--- src/nibble_cpu_pkg.sv ---
package nibble_cpu_pkg;

    localparam int xlen      = 32;              // word width
    localparam int nibbles   = 8;               // nibble steps per word
    localparam int mem_words = 1024;            // ram depth in words
    localparam logic [xlen-1:0] start_addr = 32'h0000_0100; // reset pc

    // major opcodes, values straight from the rv32i encoding
    typedef enum logic [6:0] {
        op_imm = 7'b0010011,
        op     = 7'b0110011,
        load   = 7'b0000011,
        store  = 7'b0100011,
        lui    = 7'b0110111,
        auipc  = 7'b0010111,
        jal    = 7'b1101111,
        jalr   = 7'b1100111,
        branch = 7'b1100011
    } opcode_e;

    typedef enum logic [1:0] {
        alu_add,
        alu_sub,                                // b inverted, carry seeded with one
        alu_and,
        alu_xor
    } alu_op_e;

    typedef struct packed {
        opcode_e         opcode;
        logic [4:0]      rd;
        logic [4:0]      rs1;
        logic [4:0]      rs2;
        logic [2:0]      funct3;
        logic            funct7_5;              // sub vs add
        logic [xlen-1:0] imm;                   // already sign extended
    } decoded_t;

    typedef struct packed {
        logic [xlen-1:0] addr;                  // byte address, word aligned
        logic [xlen-1:0] wdata;
        logic            we;
        logic            re;
    } mem_req_t;

    typedef struct packed {
        logic [xlen-1:0] pc;                    // pc of the retiring instr
        logic [4:0]      rd;
        logic [xlen-1:0] value;                 // value written to rd
        logic            we;
    } retire_t;

endpackage

--- src/register_file.sv ---
`timescale 1ns/1ns
module register_file (
    input  logic                            clk,
    input  logic                            rst_n,
    input  logic [4:0]                      rs1_addr,
    input  logic [4:0]                      rs2_addr,
    output logic [nibble_cpu_pkg::xlen-1:0] rs1_data,
    output logic [nibble_cpu_pkg::xlen-1:0] rs2_data,
    input  logic [4:0]                      rd_addr,
    input  logic [nibble_cpu_pkg::xlen-1:0] rd_data,
    input  logic                            rd_we
);

    logic [nibble_cpu_pkg::xlen-1:0] regs [32]; // x0 cleared by reset and never written

    assign rs1_data = regs[rs1_addr];           // comb read
    assign rs2_data = regs[rs2_addr];

    always_ff @(posedge clk or negedge rst_n) begin
        if (!rst_n) begin
            for (int i = 0; i < 32; i++)
                regs[i] <= '0;
        end else if (rd_we && (rd_addr != 5'd0)) begin // writes to x0 dropped
            regs[rd_addr] <= rd_data;
        end
    end

    a_x0_zero: assert property (@(posedge clk) disable iff (!rst_n)
        ((rs1_addr == 5'd0) |-> (rs1_data == '0)) and ((rs2_addr == 5'd0) |-> (rs2_data == '0)))
        else $error("x0 read non-zero");

endmodule

--- config.mk ---
export PLATFORM = sky130hd
export DESIGN_NAME = register_file
export DESIGN_NICKNAME = d
export VERILOG_FILES = /design/src/nibble_cpu_pkg.sv /design/src/register_file.sv
export SDC_FILE = /design/constraint.sdc
export NUM_CORES = 2
export LEC_CHECK = 0
export CAP_MARGIN = 20
export CORE_AREA = 4 4 436 438
export CTS_BUF_LIST = sky130_fd_sc_hd__clkbuf_16
export CTS_CLUSTER_DIAMETER = 120
export DETAILED_ROUTE_END_ITERATION = 12
export DIE_AREA = 0 0 440 442
export DONT_BUFFER_PORTS = 1
export PLACE_DENSITY = 0.45
export SLEW_MARGIN = 25
export SYNTH_ARGS = -nofsm -noshare
export SYNTH_HDL_FRONTEND = slang
export SYNTH_SLANG_ARGS = --single-unit
export TNS_END_PERCENT = 30
--- constraint.sdc ---
create_clock -name clk -period 2.85 [get_ports clk]
set_clock_uncertainty 0.05 [all_clocks]
set_input_delay 0.1425 -clock clk [delete_from_list [all_inputs] [get_ports clk]]
set_output_delay 0.1425 -clock clk [all_outputs]
set_load 0.05 [all_outputs]
==> run summary <==
critical path arrival - 2.83 ns
FMAX - 0.331 GHz
VDD IR max - 0.000470 V
number of synthesized register bits - 1024
CP delay by family, top - multiplexers
CTS Root Cell - clkbuf_16
total global routing track utilization - 0.204
Crit. End Element - primary output
switching share of power - 0.301
Finished Layout Cells - 7179
DR WL met3 - 7410 µm
unrepaired setup endpoints after global routing - no
total negative slack - -0.470 ns
outcome - finished, violations left
largest net degree at the start of global routing - 513
max reg flops - 1024
top flop regs - regs: 1024 flops
First-pass DRT Iterations - 5
fin nets - 4633
crit path max fanout - 512
final setup violating endpoints - 6
most common cell after layout, fill and taps aside - dfrtp_1
critical path's slowest cell - mux2i_1
Placed Cells - 6852
synth-to-layout area growth - 15.7%
TritonCTS clock tree - built
fin crit share - 1.06
Post-synth EDFFs - 0
# clock sinks - 1024
critical path's largest stage delay - 0.69 ns
Hold Path Class - primary input to register
Synth warnings - 0
die span in y - 442 µm
layout cells sized above 1 - 0.316
Worst Path Buf+Inv - 1
sequential cell area - 25600 µm²
Die X-Extent - 440 µm
DR vias - 38400
Top reg by flops - regs
WP data required - 2.66 ns
Netlist cell types - 27
Max Cap Viol - 0
core area - 187000 µm²
DR top layer - met4
Mapped Avg Cell Area - 12.1 µm²
post-DP HPWL - 111000 µm
Period minus WS final - 3.02 ns
metal2 WL - 99100 µm
commonest non-fill, non-tap cells in the layout - dfrtp_1 (1024), mux2i_1 (1023), mux2_2 (991), nand2_1 (194), nand3_1 (193)
Async SR Flop Fraction - 1.00
Residual DRC - 0
initial antenna violation count - 7
sequential-to-total area share from yosys stat - 0.462
clock latency on the worst-skew pair - 0.77 ns
Multi-input gate area - 27900 µm²
syn nets - 4656
Pins Over Slew Limit - 216
# rows - 159
Worst-path clk slew - 0.06 ns
Slew headroom - -0.497
synthesized instance count - 4606
Fillers - 18700
WS Path Type - primary input to primary output
initial core utilization - 0.297
Post-synth top flop - dfrtp_1
dpl ws - 0.547 ns
Synth Cell Area - 55500 µm²
Clk pwr share - 0.361
clock buffer depth - 3
Hold Worst Slack - 0.0909 ns
Worst-Margin Slew - 2.24 ns
Port Buf Inserts - 0
Flop pwr share - 0.441
Int Power - 30.7 mW
Placer Congestion - 0.730
CP cell instances - mux2i_1, a22o_1, nor3_1, a31oi_1, nand3_1, buf_4
vias in the first global route - 39600
Comb power frac - 0.199
Post-Route WL - 204000 µm
failing checks - max-slew violations, negative setup slack
Vias/cell - 5.35
Setup WS post-layout - -0.173 ns
final hold violation count - 0
Final ANT Viol Nets - 0
drt initial violations - 2701
Cell Pwr Density - 683 nW/µm²
Leakage - 29.8 nW
first-pass GRT wire length - 292000 µm
CTS Buf Count - 132
CTS H-tree depth - 4
Sw Pwr - 13.2 mW
CP Launch Type - primary input
die area - 194000 µm²
grt ovf - 0
DRT met1 WL - 91000 µm
WL/cell - 28.5 µm
io pins - 114
==> per-layer routing <==
layer,up-vias,track usage
li1,16900,-
met1,20300,0.272
met2,823,0.340
met3,321,0.0294
met4,0,0.0686
met5,-,0
==> final timing paths <==
| path | startpoint | endpoint | slack, ns | cells after the start |
|---|---|---|---|---|
| max in group asynchronous | rst_n | regs[236] | 1.83 | 3 |
| worst max-delay path | rs1_addr[1] | rs1_data[20] | -0.17 | 6 |
| min in group asynchronous | rst_n | regs[222] | 0.10 | 3 |
| worst max register to register | regs[771] | regs[771] | 1.44 | 2 |
| worst min-delay path | rd_addr[3] | regs[875] | 0.09 | 4 |
| worst min register to register | regs[1007] | regs[1007] | 0.35 | 0 |
==> cell type report <==
class,instances,area share
clock buffer,134,0.0522
multi-input combinational,3105,0.434
clock inverter,100,0.0103
antenna,1,0.0000390
tap,2495,0.0486
timing repair buffer,320,0.0556
sequential,1024,0.399
==> stage by stage <==
step                instance area (µm²)   util  total power, mW
floorplan                         55500      -             25.5
global placement                  59200  0.317             27.5
detailed placement                59200  0.317             27.7
CTS                               63900  0.342             44.1
global route                      64200  0.344             46.1
finish                            64200  0.344             43.9
==> cells in the mapped netlist, types with 4 or more instances <==
cell type | n | area (µm²)
nor2_1 | 16 | 60.1
a22o_1 | 128 | 1120
nand3b_1 | 5 | 37.5
a31oi_1 | 64 | 400
clkbuf_1 | 225 | 845
buf_4 | 46 | 345
dfrtp_1 | 1024 | 25600
a21oi_1 | 192 | 961
nor3_1 | 65 | 325
buf_1 | 24 | 90.1
nand3_1 | 193 | 966
buf_2 | 181 | 906
mux2i_1 | 1024 | 10200
nand2b_1 | 5 | 31.3
mux2_2 | 991 | 11200
a22oi_1 | 192 | 1440
nand2_1 | 211 | 792
nor2b_1 | 4 | 25.0
==> logic make-up (layout without fill, tap and decap cells) <==
| group | Yosys count | after routing | share of synthesized area |
|---|---|---|---|
| AOI/OAI and AO/OA | 576 | 576 | 0.0707 |
| buffers and inverters | 477 | 554 | 0.0395 |
| DFF | 1024 | 1024 | 0.462 |
| muxes | 2016 | 2016 | 0.386 |
| other | 0 | 1 | 0 |
| and+or+nand+nor | 513 | 513 | 0.0423 |
==> worst register-to-register path: stages, from the launching register on <==
cell           delay [ns]
dfrtp_1              0.41
mux2_2               0.27
dlygate4sd3_1        0.56
==> power groups by stage <==
stage / clock, mW / combinational [mW] / sequential [mW]
finish: 15.8 / 8.72 / 19.3
detailed placement: 0 / 8.16 / 19.5
CTS: 16.3 / 8.53 / 19.3
global placement: 0 / 8.10 / 19.4
global route: 16.9 / 9.50 / 19.7
floorplan: 0 / 6.55 / 19.0
==> what timing repair did <==
item                                     CTS  global route
gates cloned                               0             5
hold endpoints to repair                2016           702
resized for setup                          1             0
buffers inserted                           0             0
endpoints found under the setup margin     1            20
hold buffers                              60            23
Note: power is estimated with default switching activity, not from simulation.
