**src/nibble_cpu_pkg.sv**
```systemverilog
package nibble_cpu_pkg;

    localparam int xlen      = 32;              // word width
    localparam int nibbles   = 8;               // nibble steps per word
    localparam int mem_words = 1024;            // ram depth in words
    localparam logic [xlen-1:0] start_addr = 32'h0000_0100; // reset pc

    // major opcodes, values straight from the rv32i encoding
    typedef enum logic [6:0] {
        op_imm = 7'b0010011,
        op     = 7'b0110011,
        load   = 7'b0000011,
        store  = 7'b0100011,
        lui    = 7'b0110111,
        auipc  = 7'b0010111,
        jal    = 7'b1101111,
        jalr   = 7'b1100111,
        branch = 7'b1100011
    } opcode_e;

    typedef enum logic [1:0] {
        alu_add,
        alu_sub,                                // b inverted, carry seeded with one
        alu_and,
        alu_xor
    } alu_op_e;

    typedef struct packed {
        opcode_e         opcode;
        logic [4:0]      rd;
        logic [4:0]      rs1;
        logic [4:0]      rs2;
        logic [2:0]      funct3;
        logic            funct7_5;              // sub vs add
        logic [xlen-1:0] imm;                   // already sign extended
    } decoded_t;

    typedef struct packed {
        logic [xlen-1:0] addr;                  // byte address, word aligned
        logic [xlen-1:0] wdata;
        logic            we;
        logic            re;
    } mem_req_t;

    typedef struct packed {
        logic [xlen-1:0] pc;                    // pc of the retiring instr
        logic [4:0]      rd;
        logic [xlen-1:0] value;                 // value written to rd
        logic            we;
    } retire_t;

endpackage

```
**src/nibble_sequencer.sv**
```systemverilog
`timescale 1ns/1ns
module nibble_sequencer (
    input  logic                            clk,
    input  logic                            rst_n,
    input  logic                            start,
    input  logic [nibble_cpu_pkg::xlen-1:0] a,
    input  logic [nibble_cpu_pkg::xlen-1:0] b,
    input  nibble_cpu_pkg::alu_op_e         op,
    output logic [nibble_cpu_pkg::xlen-1:0] result,
    output logic                            zero,
    output logic                            done,
    output logic [3:0]                      nibble_a,
    output logic [3:0]                      nibble_b,
    output logic                            carry_in,
    output nibble_cpu_pkg::alu_op_e         nibble_op,
    input  logic [3:0]                      nibble_res,
    input  logic                            carry_out
);

    logic [nibble_cpu_pkg::xlen-1:0] a_sh;      // operand a with low nibble next
    logic [nibble_cpu_pkg::xlen-1:0] b_sh;      // operand b inverted for sub
    logic [nibble_cpu_pkg::xlen-1:0] res_sh;    // result fills from the top
    logic [nibble_cpu_pkg::xlen-1:0] cur_a;
    logic [nibble_cpu_pkg::xlen-1:0] cur_b;
    logic [$clog2(nibble_cpu_pkg::nibbles)-1:0] step;
    logic                            carry;
    logic                            busy;
    logic                            active;
    nibble_cpu_pkg::alu_op_e         op_q;

    // nibble 0 is handled in the start cycle straight from the inputs
    assign active    = busy || start;           // start while busy is ignored
    assign cur_a     = busy ? a_sh : a;
    assign cur_b     = busy ? b_sh : ((op == nibble_cpu_pkg::alu_sub) ? ~b : b);
    assign nibble_a  = cur_a[3:0];
    assign nibble_b  = cur_b[3:0];
    assign carry_in  = busy ? carry : (op == nibble_cpu_pkg::alu_sub); // +1 for two's compl
    assign nibble_op = busy ? op_q : op;
    assign result    = res_sh;
    assign zero      = (res_sh == '0);          // beq compare

    always_ff @(posedge clk) begin
        if (active) begin
            a_sh   <= cur_a >> 4;
            b_sh   <= cur_b >> 4;
            res_sh <= {nibble_res, res_sh[nibble_cpu_pkg::xlen-1:4]};
        end
    end

    always_ff @(posedge clk or negedge rst_n) begin
        if (!rst_n) begin
            busy  <= 1'b0;
            step  <= '0;
            carry <= 1'b0;
            done  <= 1'b0;
            op_q  <= nibble_cpu_pkg::alu_add;
        end else begin
            done <= busy && (step == 3'(nibble_cpu_pkg::nibbles - 1)); // 8 cycles after start
            if (active)
                carry <= carry_out;             // chained into the next nibble
            if (start && !busy) begin
                busy <= 1'b1;
                step <= 3'd1;
                op_q <= op;
            end else if (busy) begin
                step <= step + 3'd1;
                if (step == 3'(nibble_cpu_pkg::nibbles - 1))
                    busy <= 1'b0;
            end
        end
    end

    a_done_after_start: assert property (@(posedge clk) disable iff (!rst_n)
        done |-> $past(start && !busy, nibble_cpu_pkg::nibbles))
        else $error("done not eight cycles after an accepted start");

endmodule

```
**config.mk**
```make
export PLATFORM = sky130hd
export DESIGN_NAME = nibble_sequencer
export DESIGN_NICKNAME = d
export VERILOG_FILES = /design/src/nibble_cpu_pkg.sv /design/src/nibble_sequencer.sv
export SDC_FILE = /design/constraint.sdc
export NUM_CORES = 1
export LEC_CHECK = 0
export ABC_AREA = 1
export CORE_UTILIZATION = 56
export CTS_BUF_LIST = sky130_fd_sc_hd__clkbuf_8
export DETAILED_ROUTE_END_ITERATION = 8
export DONT_BUFFER_PORTS = 1
export PLACE_DENSITY_LB_ADDON = 0.1
export SLEW_MARGIN = 10
export SYNTH_ARGS = -nofsm -noshare
export SYNTH_HDL_FRONTEND = slang
export SYNTH_SLANG_ARGS = --single-unit
export TNS_END_PERCENT = 100
```
**constraint.sdc**
```tcl
create_clock -name clk -period 3.9 [get_ports clk]
set_input_delay 0.195 -clock clk [delete_from_list [all_inputs] [get_ports clk]]
set_output_delay 0.195 -clock clk [all_outputs]
set_load 0.005 [all_outputs]
```
==> qor.yml, run 1 <==
sta:
  setup_viol_count_final: 0
  tns_ns: 0
  rsz0062_at_grt: "false"
  whs_ns: 0.0137
  finalMaxSlewViolations: 0
  period_share_pct: 63.7
  hold_violations: 0
  clock.fmax_mhz: 402
  fin_ws_ns: 1.41
  slew_headroom_pct: 30.3
  worstMarginPinSlew_ns: 1.04
  skew_ns: 0.0103
  finalCriticalPeriod_ns: 2.49
yosys:
  synthCells: 427
  synth_top_cell_by_area: "edfxtp_1"
  yosys_register_bits: 96
  ys_seq_area_share_pct: 64.3
  yosysUniqueCellTypes: 20
  ys_warn_count: 0
  synth.avg_cell_area_um2: 10.4
  synth_top_area_share_pct: 59.7
  synth_area_leaders: "edfxtp_1 60%, nand2_1 18%, o21ai_2 5.1%"
  syn_nets: 503
  syn_area_mm2: 0.00442
grt:
  overflow: 0
  grt_pass1_vias: 2547
  grt_first_pass_wirelength_um: 11700
  grtUsageTotal_pct: 18.3
  antenna_found_initial: 0
  grt_max_degree: 74
drt:
  wl_per_cell_um: 13.3
  drcViolationCount: 0
  vias: 2705
  drt-pass1-iter-count: 4
  drt_wl_total_um: 7080
  routed_via_density: 5.08
  drt_iter0_markers: 125
  antenna_left: 0
min_path:
  whs_path_depth: 2
  hp-class: "primary input to flip-flop"
pwr:
  vdd_ir_drop_max_mv: 0.654
  leakage_nw: 2.06
  p_per_area_mw_per_mm2: 810
final_layout:
  fin_cells: 532
  syn_to_final_growth_pct: 5.71
  final_nets: 501
  final_util_pct: 60.8
  drive_above_1_share_pct: 13.7
  n_fill_cell: 656
  final_cell_mix: "211 x nand2_1, 88 x edfxtp_1, 30 x nor2_1"
  diodes: 0
  final_common_cell: "nand2_1"
placed_design:
  port_buffers: 0
  dp.cells: 505
  place_congestion: 0.733
  place_hpwl_um: 4430
  post-place-ws_ns: 1.56
critical_path:
  critPathCaptureType: "output pin"
  reg2reg_depth: 5
  cp.required_ns: 3.70
  cp-start-kind: "flip-flop"
  slowest_delay_ns: 0.58
  arrival_ns: 2.29
  cp_max_fo: 73
  path_class: "flip-flop to output pin"
  path_cells: "buf_4, inv_2, nand2_4, nand2_1, o21ai_2"
  slowest_stage: "buf_4"
clock_network:
  cts_tree: "done"
  numCtsBuffers: 9
  ctsResizeCount: 0
  cts.sinks: 96
  cts-htree-levels: 3
  post-cts-setup-buffers: 0
  clkSlewWorstSetupHoldPaths_ns: 0.10
  holdBufCountCts: 9
  clk_latency_ns: 0.35
  cts-root-buf: "clkbuf_8"
  cts_buffer_depth: 2
run:
  drv_cap: 0
die:
  fp-row-count: 32
  dieArea_mm2: 0.00826
  fp.coreArea_mm2: 0.00769
  die_w_um: 90.9
  die_h_um: 90.9
  initial_core_util_pct: 57.6
  ios: 119
status:
  status: "complete, no violations"
critical path, delay by kind of cell (launching register included):
kind / cells / cell delay, ns
buf+inv: 2 / 0.69
simple gates: 2 / 0.70
flops: 1 / 0.40
compound gates: 1 / 0.10
stage by stage:
step	total power, W	area (µm²)
after global routing	0.00409	4680
after global placement	0.00311	4370
after floorplan	0.00308	4420
final	0.00379	4680
after CTS	0.00383	4660
after detailed placement	0.00316	4370
area by class of cell:
type	instances	area, µm²	area share (%)
sequential	96	2840	60.8
multi-input combinational	292	1320	28.3
timing repair buffer	14	133	2.84
tap	102	128	2.73
clock buffer	9	124	2.65
clock inverter	7	77.6	1.66
inverter	12	48.8	1.04
flip-flops by register name (all words and copies together), names as in the netlist:
signal  count
done        1
carry       1
busy        1
op_q        2
step        3
a_sh       28
result     32
b_sh       28
cell usage after synthesis:
library cell  count
nand2_2           7
xor2_1            4
nand3_1           2
edfxtp_1         88
nor2_1           30
inv_1             9
nand2_1         211
inv_4             1
nor2_4            1
a22o_1            2
clkbuf_1          1
buf_6             8
dfrtp_1           8
ha_1              2
nand2_4           2
o21ai_0           5
inv_2             2
buf_2             7
o21ai_2          26
buf_4            11
metal layers:
metal  track usage [%]  up-vias  routed length, µm
met3              7.07        8                536
met5                 0        -                  0
li1                  -     1378                  -
met1              22.8     1227               2990
met4              6.88        0                 98
met2              29.1       92               3460
cells by family (layout without fill, tap and decap cells):
| group | count (synthesis) | in the layout | synth area share (%) |
|---|---|---|---|
| AO/OA/AOI/OAI | 33 | 33 | 6.11 |
| XOR/XNOR | 4 | 4 | 0.792 |
| adder cells (fa/ha/maj) | 2 | 2 | 0.566 |
| buffers and inverters | 39 | 42 | 5.85 |
| flip-flops | 96 | 96 | 64.3 |
| AND/OR/NAND/NOR | 253 | 253 | 22.4 |
path summary, 6_finish.rpt:
| kind | to | from | slack, ns |
|---|---|---|---|
| max | nibble_b[0] | busy$_DFF_PN0_ | 1.41 |
| min | op_q[1]$_DFFE_PN0P_ | op[1] | 0.01 |
| max reg2reg | carry$_DFFE_PN0P_ | busy$_DFF_PN0_ | 1.44 |
| min reg2reg | op_q[0]$_DFFE_PN0P_ | op_q[0]$_DFFE_PN0P_ | 0.50 |
| max in group asynchronous | busy$_DFF_PN0_ | rst_n | 3.46 |
| min in group asynchronous | step[0]$_DFFE_PN0P_ | rst_n | 0.17 |
power breakdown:
| group | switching (W) | internal (W) | leakage (nW) |
|---|---|---|---|
| registers | 0.000207 | 0.00177 | 1.06 |
| logic | 0.000742 | 0.000414 | 0.897 |
| clock network | 0.000352 | 0.000303 | 0.0996 |
(Power assumes the default switching activity.)
==> run 2: changes to the inputs <==
clock period = 2.1 ns   (was 3.9 ns; I/O delays follow)
==> qor.yml, run 2 (synthesized netlist as in run 1, its figures left out) <==
die:
  fp-row-count: 32  # unchanged
  die_w_um: 90.9  # unchanged
  die_h_um: 90.9  # unchanged
  dieArea_mm2: 0.00826  # unchanged
  fp.coreArea_mm2: 0.00769  # unchanged
  initial_core_util_pct: 57.6  # unchanged
  ios: 119  # unchanged
drt:
  drt_wl_total_um: 7980  # +13%
  routed_via_density: 4.99  # -1.9%
  drt-pass1-iter-count: 4  # unchanged
  drcViolationCount: 0  # unchanged
  wl_per_cell_um: 13.5  # +1.5%
  antenna_left: 0  # unchanged
  vias: 2948  # +9.0%
  drt_iter0_markers: 120  # -4.0%
min_path:
  hp-class: "primary input to flip-flop"
  whs_path_depth: 4  # +2
grt:
  antenna_found_initial: 0  # unchanged
  grt_first_pass_wirelength_um: 13100  # +12%
  overflow: 0  # unchanged
  grtUsageTotal_pct: 20.4  # +2.1 points
  grt_pass1_vias: 2927  # +15%
  grt_max_degree: 54  # -27%
clock_network:
  cts.sinks: 96  # unchanged
  post-cts-setup-buffers: 0  # unchanged
  clk_latency_ns: 0.36  # about the same
  cts_tree: "done"
  ctsResizeCount: 0  # unchanged
  cts-root-buf: "clkbuf_8"
  numCtsBuffers: 9  # unchanged
  clkSlewWorstSetupHoldPaths_ns: 0.09  # about the same
  holdBufCountCts: 66  # +57
  cts-htree-levels: 3  # unchanged
  cts_buffer_depth: 2  # unchanged
critical_path:
  critPathCaptureType: "flip-flop"
  path_class: "flip-flop to flip-flop"
  cp-start-kind: "flip-flop"
  arrival_ns: 2.14  # -0.15 ns
  reg2reg_depth: 6  # +1
  cp_max_fo: 43  # -41%
  cp.required_ns: 2.35  # -1.35 ns
pwr:
  vdd_ir_drop_max_mv: 0.709  # +8.3%
  leakage_nw: 2.31  # +12%
  p_per_area_mw_per_mm2: 1360  # +68%
  total_power_w: 0.00719  # +90%
sta:
  finalCriticalPeriod_ns: 1.89
  worstMarginPinSlew_ns: 0.562  # -0.483 ns
  period_share_pct: 90.1
  skew_ns: 0.00830  # -0.00203 ns
  slew_headroom_pct: 62.6  # +32 points
  finalMaxSlewViolations: 0  # unchanged
  clock.fmax_mhz: 528
  hold_violations: 0  # unchanged
  rsz0062_at_grt: "false"
  setup_viol_count_final: 0  # unchanged
placed_design:
  place_congestion: 0.704  # -3.9%
  port_buffers: 0  # unchanged
  place_area_mm2: 0.00441  # +1.0%
  place_hpwl_um: 4460  # +0.79%
final_layout:
  drive_above_1_share_pct: 12.9  # -0.84 points
  largest_register_ff_count: 32  # unchanged
  final_common_cell: "nand2_1"
  final_util_pct: 68.6  # +7.7 points
  diodes: 0  # unchanged
  syn_to_final_growth_pct: 19.2
  final_nets: 560  # +12%
  final_area_mm2: 0.00527  # +13%
  final_cell_mix: "211 x nand2_1, 88 x edfxtp_1, 66 x dlygate4sd3_1"
run:
  drv_cap: 0  # unchanged
status:
  status: "complete, no violations"
## run 2: per-layer routing
metal	wire length (µm)	vias up	track usage, %
met3	436	12	4.63
li1	-	1489	-
met1	3430	1360	24.1
met4	141	0	9.26
met2	3980	87	35.5
met5	0	-	0
## run 2: stage by stage
step / setup slack, ns / cells / hold slack (ns) / setup TNS, ns
2_1_floorplan: -0.270 / 427 / -0.191 / -23.83
3_3_place_gp: 0.692 / 509 / -0.190 / 0
3_5_place_dp: 0.650 / 509 / -0.190 / 0
4_1_cts: 0.186 / 591 / 0.0125 / 0
5_1_grt: 0.0715 / 591 / 0.0238 / 0
6_report: 0.208 / 591 / 0.0304 / 0
## run 2: layout make-up
class	instances	area, µm²
clock buffer	9	124
clock inverter	7	77.6
fill	568	2410
inverter	12	51.3
multi-input combinational	292	1320
sequential	96	2840
tap	102	128
timing repair buffer	73	726
## run 2: power by group
part | total [W] | internal, W | switching [W]
registers | 0.00368 | 0.00328 | 0.000394
clock network | 0.00123 | 0.000563 | 0.000670
logic | 0.00228 | 0.000872 | 0.00141
total | 0.00719 | 0.00472 | 0.00247
## run 2: final timing paths
check / start / to / slack [ns]
max: busy$_DFF_PN0_ / carry$_DFFE_PN0P_ / 0.21
min: b[4] / b_sh[0]$_DFFE_PP_ / 0.03
max reg2reg: busy$_DFF_PN0_ / carry$_DFFE_PN0P_ / 0.21
min reg2reg: result[21]$_DFFE_PP_ / result[17]$_DFFE_PP_ / 0.51
max in group asynchronous: rst_n / busy$_DFF_PN0_ / 1.74
min in group asynchronous: rst_n / op_q[0]$_DFFE_PN0P_ / 0.08
## run 2: critical path: stages (launching register included)
cell and delay [ns]:
dfrtp_2 0.45, nor2_4 0.18, clkinvlp_4 0.12, buf_4 0.30, nand2_1 0.13, nand2_1 0.05
dlygate4sd3_1 0.55
