`config.mk`:
```
export PLATFORM = sky130hd
export DESIGN_NAME = nibble_alu
export DESIGN_NICKNAME = d
export VERILOG_FILES = /design/src/nibble_cpu_pkg.sv /design/src/nibble_alu.sv
export SDC_FILE = /design/constraint.sdc
export NUM_CORES = 1
export LEC_CHECK = 0
export ABC_CLOCK_PERIOD_IN_PS = 3100
export BUFFER_PORTS_ARGS = -buffer_cell sky130_fd_sc_hd__clkbuf_2
export CORE_AREA = 2 2 39 41
export DETAILED_ROUTE_END_ITERATION = 12
export DIE_AREA = 0 0 41 43
export SETUP_SLACK_MARGIN = 0.1
export SKIP_LAST_GASP = 1
export SLEW_MARGIN = 20
export SYNTH_ARGS = -nofsm -noshare
export SYNTH_HDL_FRONTEND = slang
export SYNTH_SLANG_ARGS = --single-unit
```
`constraint.sdc`:
```
create_clock -name vclk -period 3.1
set_clock_uncertainty 0.05 [all_clocks]
set_input_delay 0.31 -clock vclk [all_inputs]
set_output_delay 0.31 -clock vclk [all_outputs]
set_load 0.1 [all_outputs]
```
`src/nibble_cpu_pkg.sv`:
```
package nibble_cpu_pkg;

    localparam int xlen      = 32;              // word width
    localparam int nibbles   = 8;               // nibble steps per word
    localparam int mem_words = 1024;            // ram depth in words
    localparam logic [xlen-1:0] start_addr = 32'h0000_0100; // reset pc

    // major opcodes, values straight from the rv32i encoding
    typedef enum logic [6:0] {
        op_imm = 7'b0010011,
        op     = 7'b0110011,
        load   = 7'b0000011,
        store  = 7'b0100011,
        lui    = 7'b0110111,
        auipc  = 7'b0010111,
        jal    = 7'b1101111,
        jalr   = 7'b1100111,
        branch = 7'b1100011
    } opcode_e;

    typedef enum logic [1:0] {
        alu_add,
        alu_sub,                                // b inverted, carry seeded with one
        alu_and,
        alu_xor
    } alu_op_e;

    typedef struct packed {
        opcode_e         opcode;
        logic [4:0]      rd;
        logic [4:0]      rs1;
        logic [4:0]      rs2;
        logic [2:0]      funct3;
        logic            funct7_5;              // sub vs add
        logic [xlen-1:0] imm;                   // already sign extended
    } decoded_t;

    typedef struct packed {
        logic [xlen-1:0] addr;                  // byte address, word aligned
        logic [xlen-1:0] wdata;
        logic            we;
        logic            re;
    } mem_req_t;

    typedef struct packed {
        logic [xlen-1:0] pc;                    // pc of the retiring instr
        logic [4:0]      rd;
        logic [xlen-1:0] value;                 // value written to rd
        logic            we;
    } retire_t;

endpackage

```
`src/nibble_alu.sv`:
```
`timescale 1ns/1ns
module nibble_alu (
    input  logic [3:0]              a,
    input  logic [3:0]              b,
    input  logic                    carry_in,
    input  nibble_cpu_pkg::alu_op_e op,
    output logic [3:0]              result,
    output logic                    carry_out
);

    logic [4:0] carry;                          // ripple chain with carry in at bit 0
    logic [3:0] sum;

    assign carry[0] = carry_in;

    for (genvar i = 0; i < 4; i++) begin : g_full_adder
        assign sum[i]     = a[i] ^ b[i] ^ carry[i];
        assign carry[i+1] = (a[i] & b[i]) | (carry[i] & (a[i] ^ b[i]));
    end

    assign carry_out = carry[4];                // only meaningful for add/sub

    always_comb begin
        case (op)
            nibble_cpu_pkg::alu_add,
            nibble_cpu_pkg::alu_sub: result = sum;   // sub arrives with b inverted
            nibble_cpu_pkg::alu_and: result = a & b;
            default:                 result = a ^ b;
        endcase
    end

endmodule

```
==> results of run 1 <==
worst min-delay path by stage:
stage / endpoint / slack (ns) / cells after the start
2_1_floorplan: result[3] / 1.08 / 3
3_3_place_gp: result[3] / 1.19 / 3
3_5_place_dp: result[3] / 1.20 / 3
4_1_cts: result[3] / 1.20 / 3
5_1_grt: result[3] / 1.14 / 3
6_report: result[3] / 1.11 / 3
metal layers:
metal | GRT usage, % | vias to the layer above
met4 | 0 | 0
met5 | 0 | -
met3 | 0 | 0
li1 | - | 115
met1 | 5.81 | 102
met2 | 10.3 | 11
through the flow:
step	total power (W)	area, um2	setup WS [ns]	hold slack (ns)	std cells
after detailed placement	0.000122	345	0.220	1.20	58
after floorplan	0.000101	254	0.186	1.08	28
after global routing	0.000129	345	0.171	1.14	58
after CTS	0.000122	345	0.214	1.20	58
final	0.000120	345	0.331	1.11	58
after global placement	0.000120	345	0.247	1.19	58
placed cells by master, fill, tap and decap left out:
cell and count:
sky130_fd_sc_hd__buf_2 1, sky130_fd_sc_hd__inv_1 8, sky130_fd_sc_hd__a21oi_2 1, sky130_fd_sc_hd__a21oi_1 1, sky130_fd_sc_hd__mux2i_1 5, sky130_fd_sc_hd__nor2_1 2, sky130_fd_sc_hd__clkbuf_2 15, sky130_fd_sc_hd__mux2i_2 1
sky130_fd_sc_hd__ha_1 4, sky130_fd_sc_hd__fa_1 4
synth_stat cells:
library cell	count	area share [%]
sky130_fd_sc_hd__inv_1	8	12
sky130_fd_sc_hd__mux2i_1	6	24
sky130_fd_sc_hd__fa_1	4	32
sky130_fd_sc_hd__ha_1	4	20
sky130_fd_sc_hd__a21oi_1	2	4.1
sky130_fd_sc_hd__nor2_1	2	3.0
sky130_fd_sc_hd__clkbuf_1	1	1.5
sky130_fd_sc_hd__clkbuf_2	1	2.0
area by class of cell:
class	instances	area [um2]
multi-input combinational	18	215
inverter	8	30.0
tap	16	20.0
fill	162	1040
timing repair buffer	16	80.1
power by group:
group	switching (W)	leakage (nW)	internal, W
Combinational	0.0000939	0.210	0.0000262
Clock	0	0	0
Sequential	0	0	0
Total	0.0000939	0.210	0.0000262
timing repair:
item,in CTS,in global routing
resized for setup,0,1
endpoints found under the hold margin,0,0
setup endpoints to repair,0,1
cell families after synthesis:
group | share of synthesized area (%)
simple gates | 3.05
fa+ha+maj | 52.8
mux | 24.4
compound gates | 4.06
buf+inv | 15.7
==> impl_results.rst, run 1 <==
.. list-table::
   :header-rows: 1

   * - Metric
     - Value
   * - Average wire length per cell after detail routing
     - 7.84 um
   * - Number of ports placed on the die boundary
     - 16
   * - Die boundary width
     - 41 um
   * - Maximum clock frequency
     - 361 MHz
   * - Data arrival time of the worst path
     - 2.41 ns
   * - Die Area
     - 1760 um2
   * - Tightest Pin Transition
     - 0.543 ns
   * - Syn nets
     - 47
   * - IO Port Bufs
     - 16
   * - Critical path, cell by cell
     - clkbuf_2, inv_1, fa_1, inv_1, fa_1, inv_1, fa_1, inv_1, fa_1, nor2_1, a21oi_2, buf_2
   * - Last element of the critical path
     - result[3]
   * - Routed wire length on met2
     - 252 um
   * - Estimated wirelength of the detail-placed design
     - 458 um
   * - RD Place Congestion
     - 0.572
   * - Ratio of cells with drive above 1 in the final layout
     - 42.9%
   * - Required time at the worst-slack endpoint
     - 2.74 ns
   * - Crit path time final
     - 2.77 ns
   * - Total of clock buffers placed in the layout
     - 0
   * - Vertical die dimension
     - 43 um
   * - Number of cells on the critical path
     - 12
   * - Pin count of the biggest net entering global routing
     - 7
   * - Number of max-capacitance violations reported
     - 0
   * - Antenna violations before repair
     - 0
   * - Leakage dissipation
     - 0.210 nW
   * - Yosys warning count
     - 0
   * - Via count of the routed design
     - 228
   * - Number of cells produced by synthesis
     - 28
   * - Seq Cell Count
     - 0
   * - Worst hold start
     - op[1]
   * - Number of detailed-routing iterations run before antenna repair
     - 1
   * - Startpoint type of the worst setup path
     - input pin
   * - Period Utilization, post-route
     - 89.3%
   * - Uppermost routed layer
     - met3
   * - Critical path's top delay family
     - adder cells
   * - Result of the run
     - finished, final reports clean
   * - PwrDens
     - 348 nW/um2
   * - Unrepaired setup endpoints after global routing
     - no
   * - Average footprint of a synthesized cell
     - 8.80 um2
   * - Critical Path Sink Type
     - output port
   * - Maximum vdd drop
     - 99.1 uV
   * - Utilization after layout
     - 25.0%
   * - Area Overhead vs Synth
     - 40.1%
   * - Library cell contributing the largest single delay on the critical path
     - sky130_fd_sc_hd__fa_1
   * - Worst path buffer plus inverter count
     - 6
   * - Sum of routed wire length over all layers
     - 455 um
   * - Post-synthesis instance area
     - 246 um2
   * - Count of cell types in the netlist
     - 8
   * - Worst Hold Class
     - input pin to output port
   * - Global Route Usage Sum
     - 5.13%
   * - Number of DRC violations after detailed routing
     - 0
   * - CP max stage delay
     - 0.41 ns
   * - M1 wire length
     - 163 um
   * - Area of the core
     - 1380 um2
   * - Number of nets in the layout
     - 63
   * - Pins over their slew limit
     - 0
   * - Hold_buf cts
     - 0
   * - Worst setup path startpoint
     - a[0]
   * - Sequential cell area
     - 0 um2
   * - Setup Viol. Count Final
     - 0
   * - Remaining global-route overflow
     - 0
   * - Initial Utilization
     - 17.8%
   * - Detail Route Antenna Nets
     - 0
   * - Via density
     - 3.93
   * - Hold Vio Cnt, Final
     - 0
   * - Critical path fanouts, max
     - 2
   * - Accumulated negative setup slack
     - 0 ns
   * - Routed wire length on met3
     - 39 um
   * - Number of rows in the core area
     - 14
   * - Global-route wire length before repair
     - 669 um
   * - Post-CTS Repair Setup Buffers
     - 0
   * - Vias in the first global route
     - 188
   * - Relative max-transition margin
     - 63.9%
   * - Register area share after synthesis
     - 0%
   * - Final antenna diode count
     - 0
   * - Drt first-iter violations
     - 0
   * - Path type of the worst setup path
     - input pin to output port
(Power assumes the default switching activity.)
==> run 2, diff against run 1 <==
Settings changed: CAP_MARGIN set to 10, PLACE_DENSITY set to 0.51.
==> run 2 against run 1 <==
Against the previous run: non-clock buffer count is the same; sequential share of layout area is the same; utilization is the same; critical path depth is the same; sequential cell count is the same; power shrank 0.17%; die area is the same; combinational power is essentially flat; clock-buffer cell count is the same; critical path type unchanged; largest power group unchanged.
==> impl_results.rst, run 2 (synthesis results as in run 1) <==
.. list-table::
   :header-rows: 1

   * - Metric
     - Value
   * - Result of the run
     - finished, final reports clean
   * - Initial Utilization
     - 17.8% (unchanged)
   * - Crit path time final
     - 2.84 ns (+0.0671 ns)
   * - Remaining global-route overflow
     - 0 (unchanged)
   * - Antenna violations before repair
     - 0 (unchanged)
   * - Startpoint type of the worst setup path
     - input pin
   * - Pins over their slew limit
     - 0 (unchanged)
   * - Hold_buf cts
     - 0 (unchanged)
   * - Sum of routed wire length over all layers
     - 424 um (-6.8%)
   * - Total power draw
     - 0.000120 W (-0.17%)
   * - Number of fill cells
     - 170 (+4.9%)
   * - Placement-stage cell area
     - 345 um2 (unchanged)
   * - Vertical die dimension
     - 43 um (unchanged)
   * - End point of the worst hold path
     - result[3]
   * - Total of clock buffers placed in the layout
     - 0 (unchanged)
   * - Data arrival time of the worst path
     - 2.48 ns (+0.07 ns)
   * - Worst hold stages
     - 3 (unchanged)
   * - Utilization after layout
     - 25.0% (unchanged)
   * - Global Route Usage Sum
     - 5.62% (+0.50 points)
   * - Area of the core
     - 1380 um2 (unchanged)
   * - Area Overhead vs Synth
     - 40.1% (unchanged)
   * - Die Area
     - 1760 um2 (unchanged)
   * - Via density
     - 3.74 (-4.8%)
   * - Maximum clock frequency
     - 353 MHz (-2.4%)
   * - Maximum vdd drop
     - 105 uV (+6.2%)
   * - Pin count of the biggest net entering global routing
     - 7 (unchanged)
   * - Number of rows in the core area
     - 14 (unchanged)
   * - RD Place Congestion
     - 0.557 (-2.7%)
   * - Drt first-iter violations
     - 1 (+1)
   * - Via count of the routed design
     - 217 (-4.8%)
   * - Number of detailed-routing iterations run before antenna repair
     - 4 (+3)
   * - Detail Route Antenna Nets
     - 0 (unchanged)
   * - Number of nets in the layout
     - 63 (unchanged)
   * - CP max stage delay
     - 0.40 ns (about the same)
   * - Non-Filler Cell Area, Final
     - 345 um2 (unchanged)
   * - Seq Cell Count
     - 0 (unchanged)
   * - Sequential cell area
     - 0 um2 (unchanged)
   * - Unrepaired setup endpoints after global routing
     - no
   * - Average wire length per cell after detail routing
     - 7.31 um (-6.8%)
   * - Worst hold start
     - op[1]
   * - Number of placed instances with taps included
     - 58 (unchanged)
   * - Leakage dissipation
     - 0.210 nW (+0.12%)
   * - Worst Hold Class
     - input pin to output port
   * - Required time at the worst-slack endpoint
     - 2.74 ns (about the same)
   * - Relative max-transition margin
     - 64.0% (+0.093 points)
   * - Vias in the first global route
     - 185 (-1.6%)
   * - Highest-count cells in the layout ignoring fill and taps
     - sky130_fd_sc_hd__clkbuf_2, sky130_fd_sc_hd__inv_1, sky130_fd_sc_hd__mux2i_1
   * - Estimated wirelength of the detail-placed design
     - 411 um (-10%)
   * - Non-Filler Instances
     - 58 (unchanged)
   * - Die boundary width
     - 41 um (unchanged)
   * - Critical path, cell by cell
     - clkbuf_2, inv_1, fa_1, inv_1, fa_1, inv_1, fa_1, inv_1, fa_1, nor2_1, a21oi_2, clkbuf_2
   * - Period Utilization, post-route
     - 91.5% (+2.2 points)
   * - Tightest Pin Transition
     - 0.542 ns (-0.00140 ns)
   * - IO Port Bufs
     - 16 (unchanged)
   * - Worst path buffer plus inverter count
     - 6 (unchanged)
   * - Hold Vio Cnt, Final
     - 0 (unchanged)
   * - Ratio of cells with drive above 1 in the final layout
     - 42.9% (unchanged)
   * - Library cell contributing the largest single delay on the critical path
     - sky130_fd_sc_hd__fa_1
   * - Global-route wire length before repair
     - 710 um (+6.1%)
   * - PostCTS Resize Cnt
     - 0 (unchanged)
   * - Post-CTS Repair Setup Buffers
     - 0 (unchanged)
   * - Final antenna diode count
     - 0 (unchanged)
   * - Accumulated negative setup slack
     - 0 ns (unchanged)
   * - PwrDens
     - 347 nW/um2 (-0.17%)
   * - Critical path fanouts, max
     - 2 (unchanged)
   * - Number of DRC violations after detailed routing
     - 0 (unchanged)
   * - Number of max-capacitance violations reported
     - 0 (unchanged)
   * - Setup Viol. Count Final
     - 0 (unchanged)
   * - Number of ports placed on the die boundary
     - 16 (unchanged)
   * - Critical path's top delay family
     - adder cells
   * - Most common library cell in the layout ignoring fill and taps
     - sky130_fd_sc_hd__clkbuf_2
   * - Critical Path Sink Type
     - output port
   * - Path type of the worst setup path
     - input pin to output port
==> run 2: power by group <==
group	leakage, nW	internal (W)	switching [W]
combinational	0.210	0.0000261	0.0000938
sequential	0	0	0
clock	0	0	0
total	0.210	0.0000261	0.0000938
==> run 2: layout make-up <==
cell class	count	area [um2]	area share, %
inverter	8	30.0	8.70
tap	16	20.0	5.80
timing repair buffer	16	80.1	23.2
multi-input combinational	18	215	62.3
==> run 2: how the worst max path moves through the flow <==
stage | from | endpoint | slack [ns] | cells after the start
3_5_place_dp | a[0] | result[3] | 0.23 | 12
2_1_floorplan | a[0] | result[1] | 0.19 | 6
5_1_grt | a[0] | result[3] | 0.12 | 12
4_1_cts | a[0] | result[3] | 0.23 | 12
3_3_place_gp | a[0] | result[3] | 0.25 | 12
6_report | a[0] | result[3] | 0.26 | 12
==> run 2: metal layers <==
layer	wire, um	share of wire (%)	GRT usage, %
met1	181	43	8.68
met2	193	46	9.06
met3	49	12	0
met4	0	0	0
met5	0	0	0
==> run 2: through the flow <==
| stage | hold WS, ns | worst slack (ns) |
|---|---|---|
| after floorplan | 1.08 | 0.186 |
| after global placement | 1.19 | 0.246 |
| after detailed placement | 1.19 | 0.232 |
| after CTS | 1.19 | 0.230 |
| after global routing | 1.22 | 0.118 |
| final | 1.18 | 0.264 |
==> run 2: worst min-delay path, cell delays in order <==
cell and delay [ns]:
sky130_fd_sc_hd__clkbuf_2 0.18, sky130_fd_sc_hd__a21oi_2 0.07, sky130_fd_sc_hd__clkbuf_2 0.36
==> run 3, diff against run 2 <==
Settings changed: CORE_AREA 2 2 39 41 to 3 3 40 42, DIE_AREA 0 0 41 43 to 0 0 43 45.
==> run 3 against run 2 <==
Against the previous run: sequential cell count did not move; combinational power barely moved; critical path depth did not move; utilization rose by 1.8 points; power rose by 0.50%; clock-buffer cell count did not move; cell count fell by 1.7%; fmax fell by 0.75%; global-route usage fell by 1.1 points; die area rose by 9.8%; first-iteration DRC count did not move; worst hold slack got worse by 0.0039 ns.
==> impl_results.rst, run 3 (synthesis results as in run 1) <==
.. list-table::
   :header-rows: 1

   * - Metric
     - Value
   * - Result of the run
     - finished, final reports clean
   * - Worst setup path startpoint
     - a[0]
   * - Critical path's top delay family
     - adder cells
   * - Total of clock buffers placed in the layout
     - 0 (unchanged)
   * - Worst Hold Class
     - input pin to output port
   * - Crit path time final
     - 2.86 ns (+0.0213 ns)
   * - Library cell contributing the largest single delay on the critical path
     - sky130_fd_sc_hd__fa_1
   * - Clock power share
     - 0% (unchanged)
   * - Number of rows in the core area
     - 13 (-1)
   * - Pins over their slew limit
     - 0 (unchanged)
   * - Relative max-transition margin
     - 64.1% (about the same)
   * - Number of cells on the critical path
     - 12 (unchanged)
   * - IO Port Bufs
     - 16 (unchanged)
   * - Worst hold start
     - op[1]
   * - Drt first-iter violations
     - 1 (unchanged)
   * - Die Area
     - 1940 um2 (+9.8%)
   * - Maximum clock frequency
     - 350 MHz (-0.75%)
   * - Sequential share of power
     - 0% (unchanged)
   * - Number of DRC violations after detailed routing
     - 0 (unchanged)
   * - Remaining global-route overflow
     - 0 (unchanged)
   * - Worst path buffer plus inverter count
     - 6 (unchanged)
   * - Average wire length per cell after detail routing
     - 7.72 um (+5.6%)
   * - Detail Route Antenna Nets
     - 0 (unchanged)
   * - Cell-internal power
     - 0.0000264 W (+1.2%)
   * - Vertical die dimension
     - 45 um (+4.7%)
   * - RD Place Congestion
     - 0.673 (+21%)
   * - Number of ports placed on the die boundary
     - 16 (unchanged)
   * - Die boundary width
     - 43 um (+4.9%)
   * - Path type of the worst setup path
     - input pin to output port
   * - PwrDens
     - 350 nW/um2 (+0.87%)
   * - Area Overhead vs Synth
     - 39.6%
   * - Post-CTS Repair Setup Buffers
     - 0 (unchanged)
   * - Vias in the first global route
     - 184 (-0.54%)
   * - Pin count of the biggest net entering global routing
     - 7 (unchanged)
   * - CP max stage delay
     - 0.40 ns (about the same)
   * - Unrepaired setup endpoints after global routing
     - no
   * - Final antenna diode count
     - 0 (unchanged)
   * - Global-route wire length before repair
     - 717 um (+0.99%)
   * - Area of the core
     - 1280 um2 (-7.1%)
   * - Sum of routed wire length over all layers
     - 440 um (+3.8%)
   * - Leakage dissipation
     - 0.210 nW (unchanged)
   * - Number of detailed-routing iterations run before antenna repair
     - 2 (-2)
   * - Number of max-capacitance violations reported
     - 0 (unchanged)
   * - Placement-stage worst setup slack
     - 0.227 ns (-0.00512 ns)
   * - Data arrival time of the worst path
     - 2.50 ns (+0.02 ns)
   * - Highest-count cells in the layout ignoring fill and taps
     - sky130_fd_sc_hd__clkbuf_2, sky130_fd_sc_hd__inv_1, sky130_fd_sc_hd__mux2i_1
   * - Utilization after layout
     - 26.8% (+1.8 points)
   * - Worst hold stages
     - 3 (unchanged)
   * - Final worst slack
     - 0.243 ns (-0.0213 ns)
   * - Number of fill cells
     - 144 (-15%)
   * - Antenna violations before repair
     - 0 (unchanged)
   * - Switching Power
     - 0.0000941 W (+0.31%)
   * - Critical path fanouts, max
     - 2 (unchanged)
   * - Hold_buf cts
     - 0 (unchanged)
   * - Number of placed instances with taps included
     - 57 (-1.7%)
   * - Critical Path Sink Type
     - output port
   * - Maximum vdd drop
     - 114 uV (+8.0%)
   * - Initial Utilization
     - 19.2% (+1.4 points)
   * - Hold Vio Cnt, Final
     - 0 (unchanged)
   * - Seq Cell Count
     - 0 (unchanged)
   * - Required time at the worst-slack endpoint
     - 2.74 ns (about the same)
   * - Switching fraction of total power
     - 78.1% (-0.15 points)
   * - Ratio of cells with drive above 1 in the final layout
     - 42.9% (unchanged)
   * - Critical path, cell by cell
     - clkbuf_2, inv_1, fa_1, inv_1, fa_1, inv_1, fa_1, inv_1, fa_1, nor2_1, a21oi_2, clkbuf_2
   * - Global Route Usage Sum
     - 4.50% (-1.1 points)
   * - Sequential cell area
     - 0 um2 (unchanged)
   * - Non-Filler Instances
     - 57 (-1.7%)
   * - Accumulated negative setup slack
     - 0 ns (unchanged)
   * - Period Utilization, post-route
     - 92.2% (+0.69 points)
   * - Startpoint type of the worst setup path
     - input pin
   * - Via count of the routed design
     - 206 (-5.1%)
   * - Via density
     - 3.61 (-3.4%)
   * - Estimated wirelength of the detail-placed design
     - 428 um (+4.1%)
   * - Most common library cell in the layout ignoring fill and taps
     - sky130_fd_sc_hd__clkbuf_2
   * - Logic pwr share
     - 100.0% (about the same)
   * - Number of nets in the layout
     - 63 (unchanged)
   * - Tightest Pin Transition
     - 0.541 ns (-0.000789 ns)
   * - PostCTS Resize Cnt
     - 0 (unchanged)
   * - Setup Viol. Count Final
     - 0 (unchanged)
==> run 3: cell counts in the layout (fill, tap and decap cells not counted) <==
Identical to the previous run, type by type.
==> run 3: cell type report <==
class              count  area, um2  share of cell area [%]
repair buffers        16       80.1                    23.3
well taps             15       18.8                    5.45
multi-input cells     18        215                    62.5
inverters              8       30.0                    8.73
==> run 3: worst min-delay path: cells and delay by family <==
kind / cells / cell delay, ns
buffers and inverters: 2 / 0.53
AOI/OAI and AO/OA: 1 / 0.07
==> run 3: worst paths after layout <==
| path | slack (ns) | end |
|---|---|---|
| min | 1.18 | result[3] |
| max | 0.24 | result[3] |
==> run 3: layer usage <==
layer / routed length [um] / global-route usage [%]
met3: 40 / 0.797
met4: 0 / 0
met2: 179 / 7.19
met1: 219 / 6.78
met5: 0 / 0
==> run 3: power groups by stage <==
stage          sequential [W]  clock, W  combinational (W)
6_report                    0         0           0.000121
2_1_floorplan               0         0           0.000101
4_1_cts                     0         0           0.000122
3_5_place_dp                0         0           0.000121
3_3_place_gp                0         0           0.000122
5_1_grt                     0         0           0.000128
==> run 3: per-stage QoR <==
stage	power, W	cell area, um2	hold WS [ns]
2_1_floorplan	0.000101	254	1.08
3_3_place_gp	0.000122	344	1.18
3_5_place_dp	0.000121	344	1.18
4_1_cts	0.000122	344	1.19
5_1_grt	0.000128	344	1.20
6_report	0.000121	344	1.18
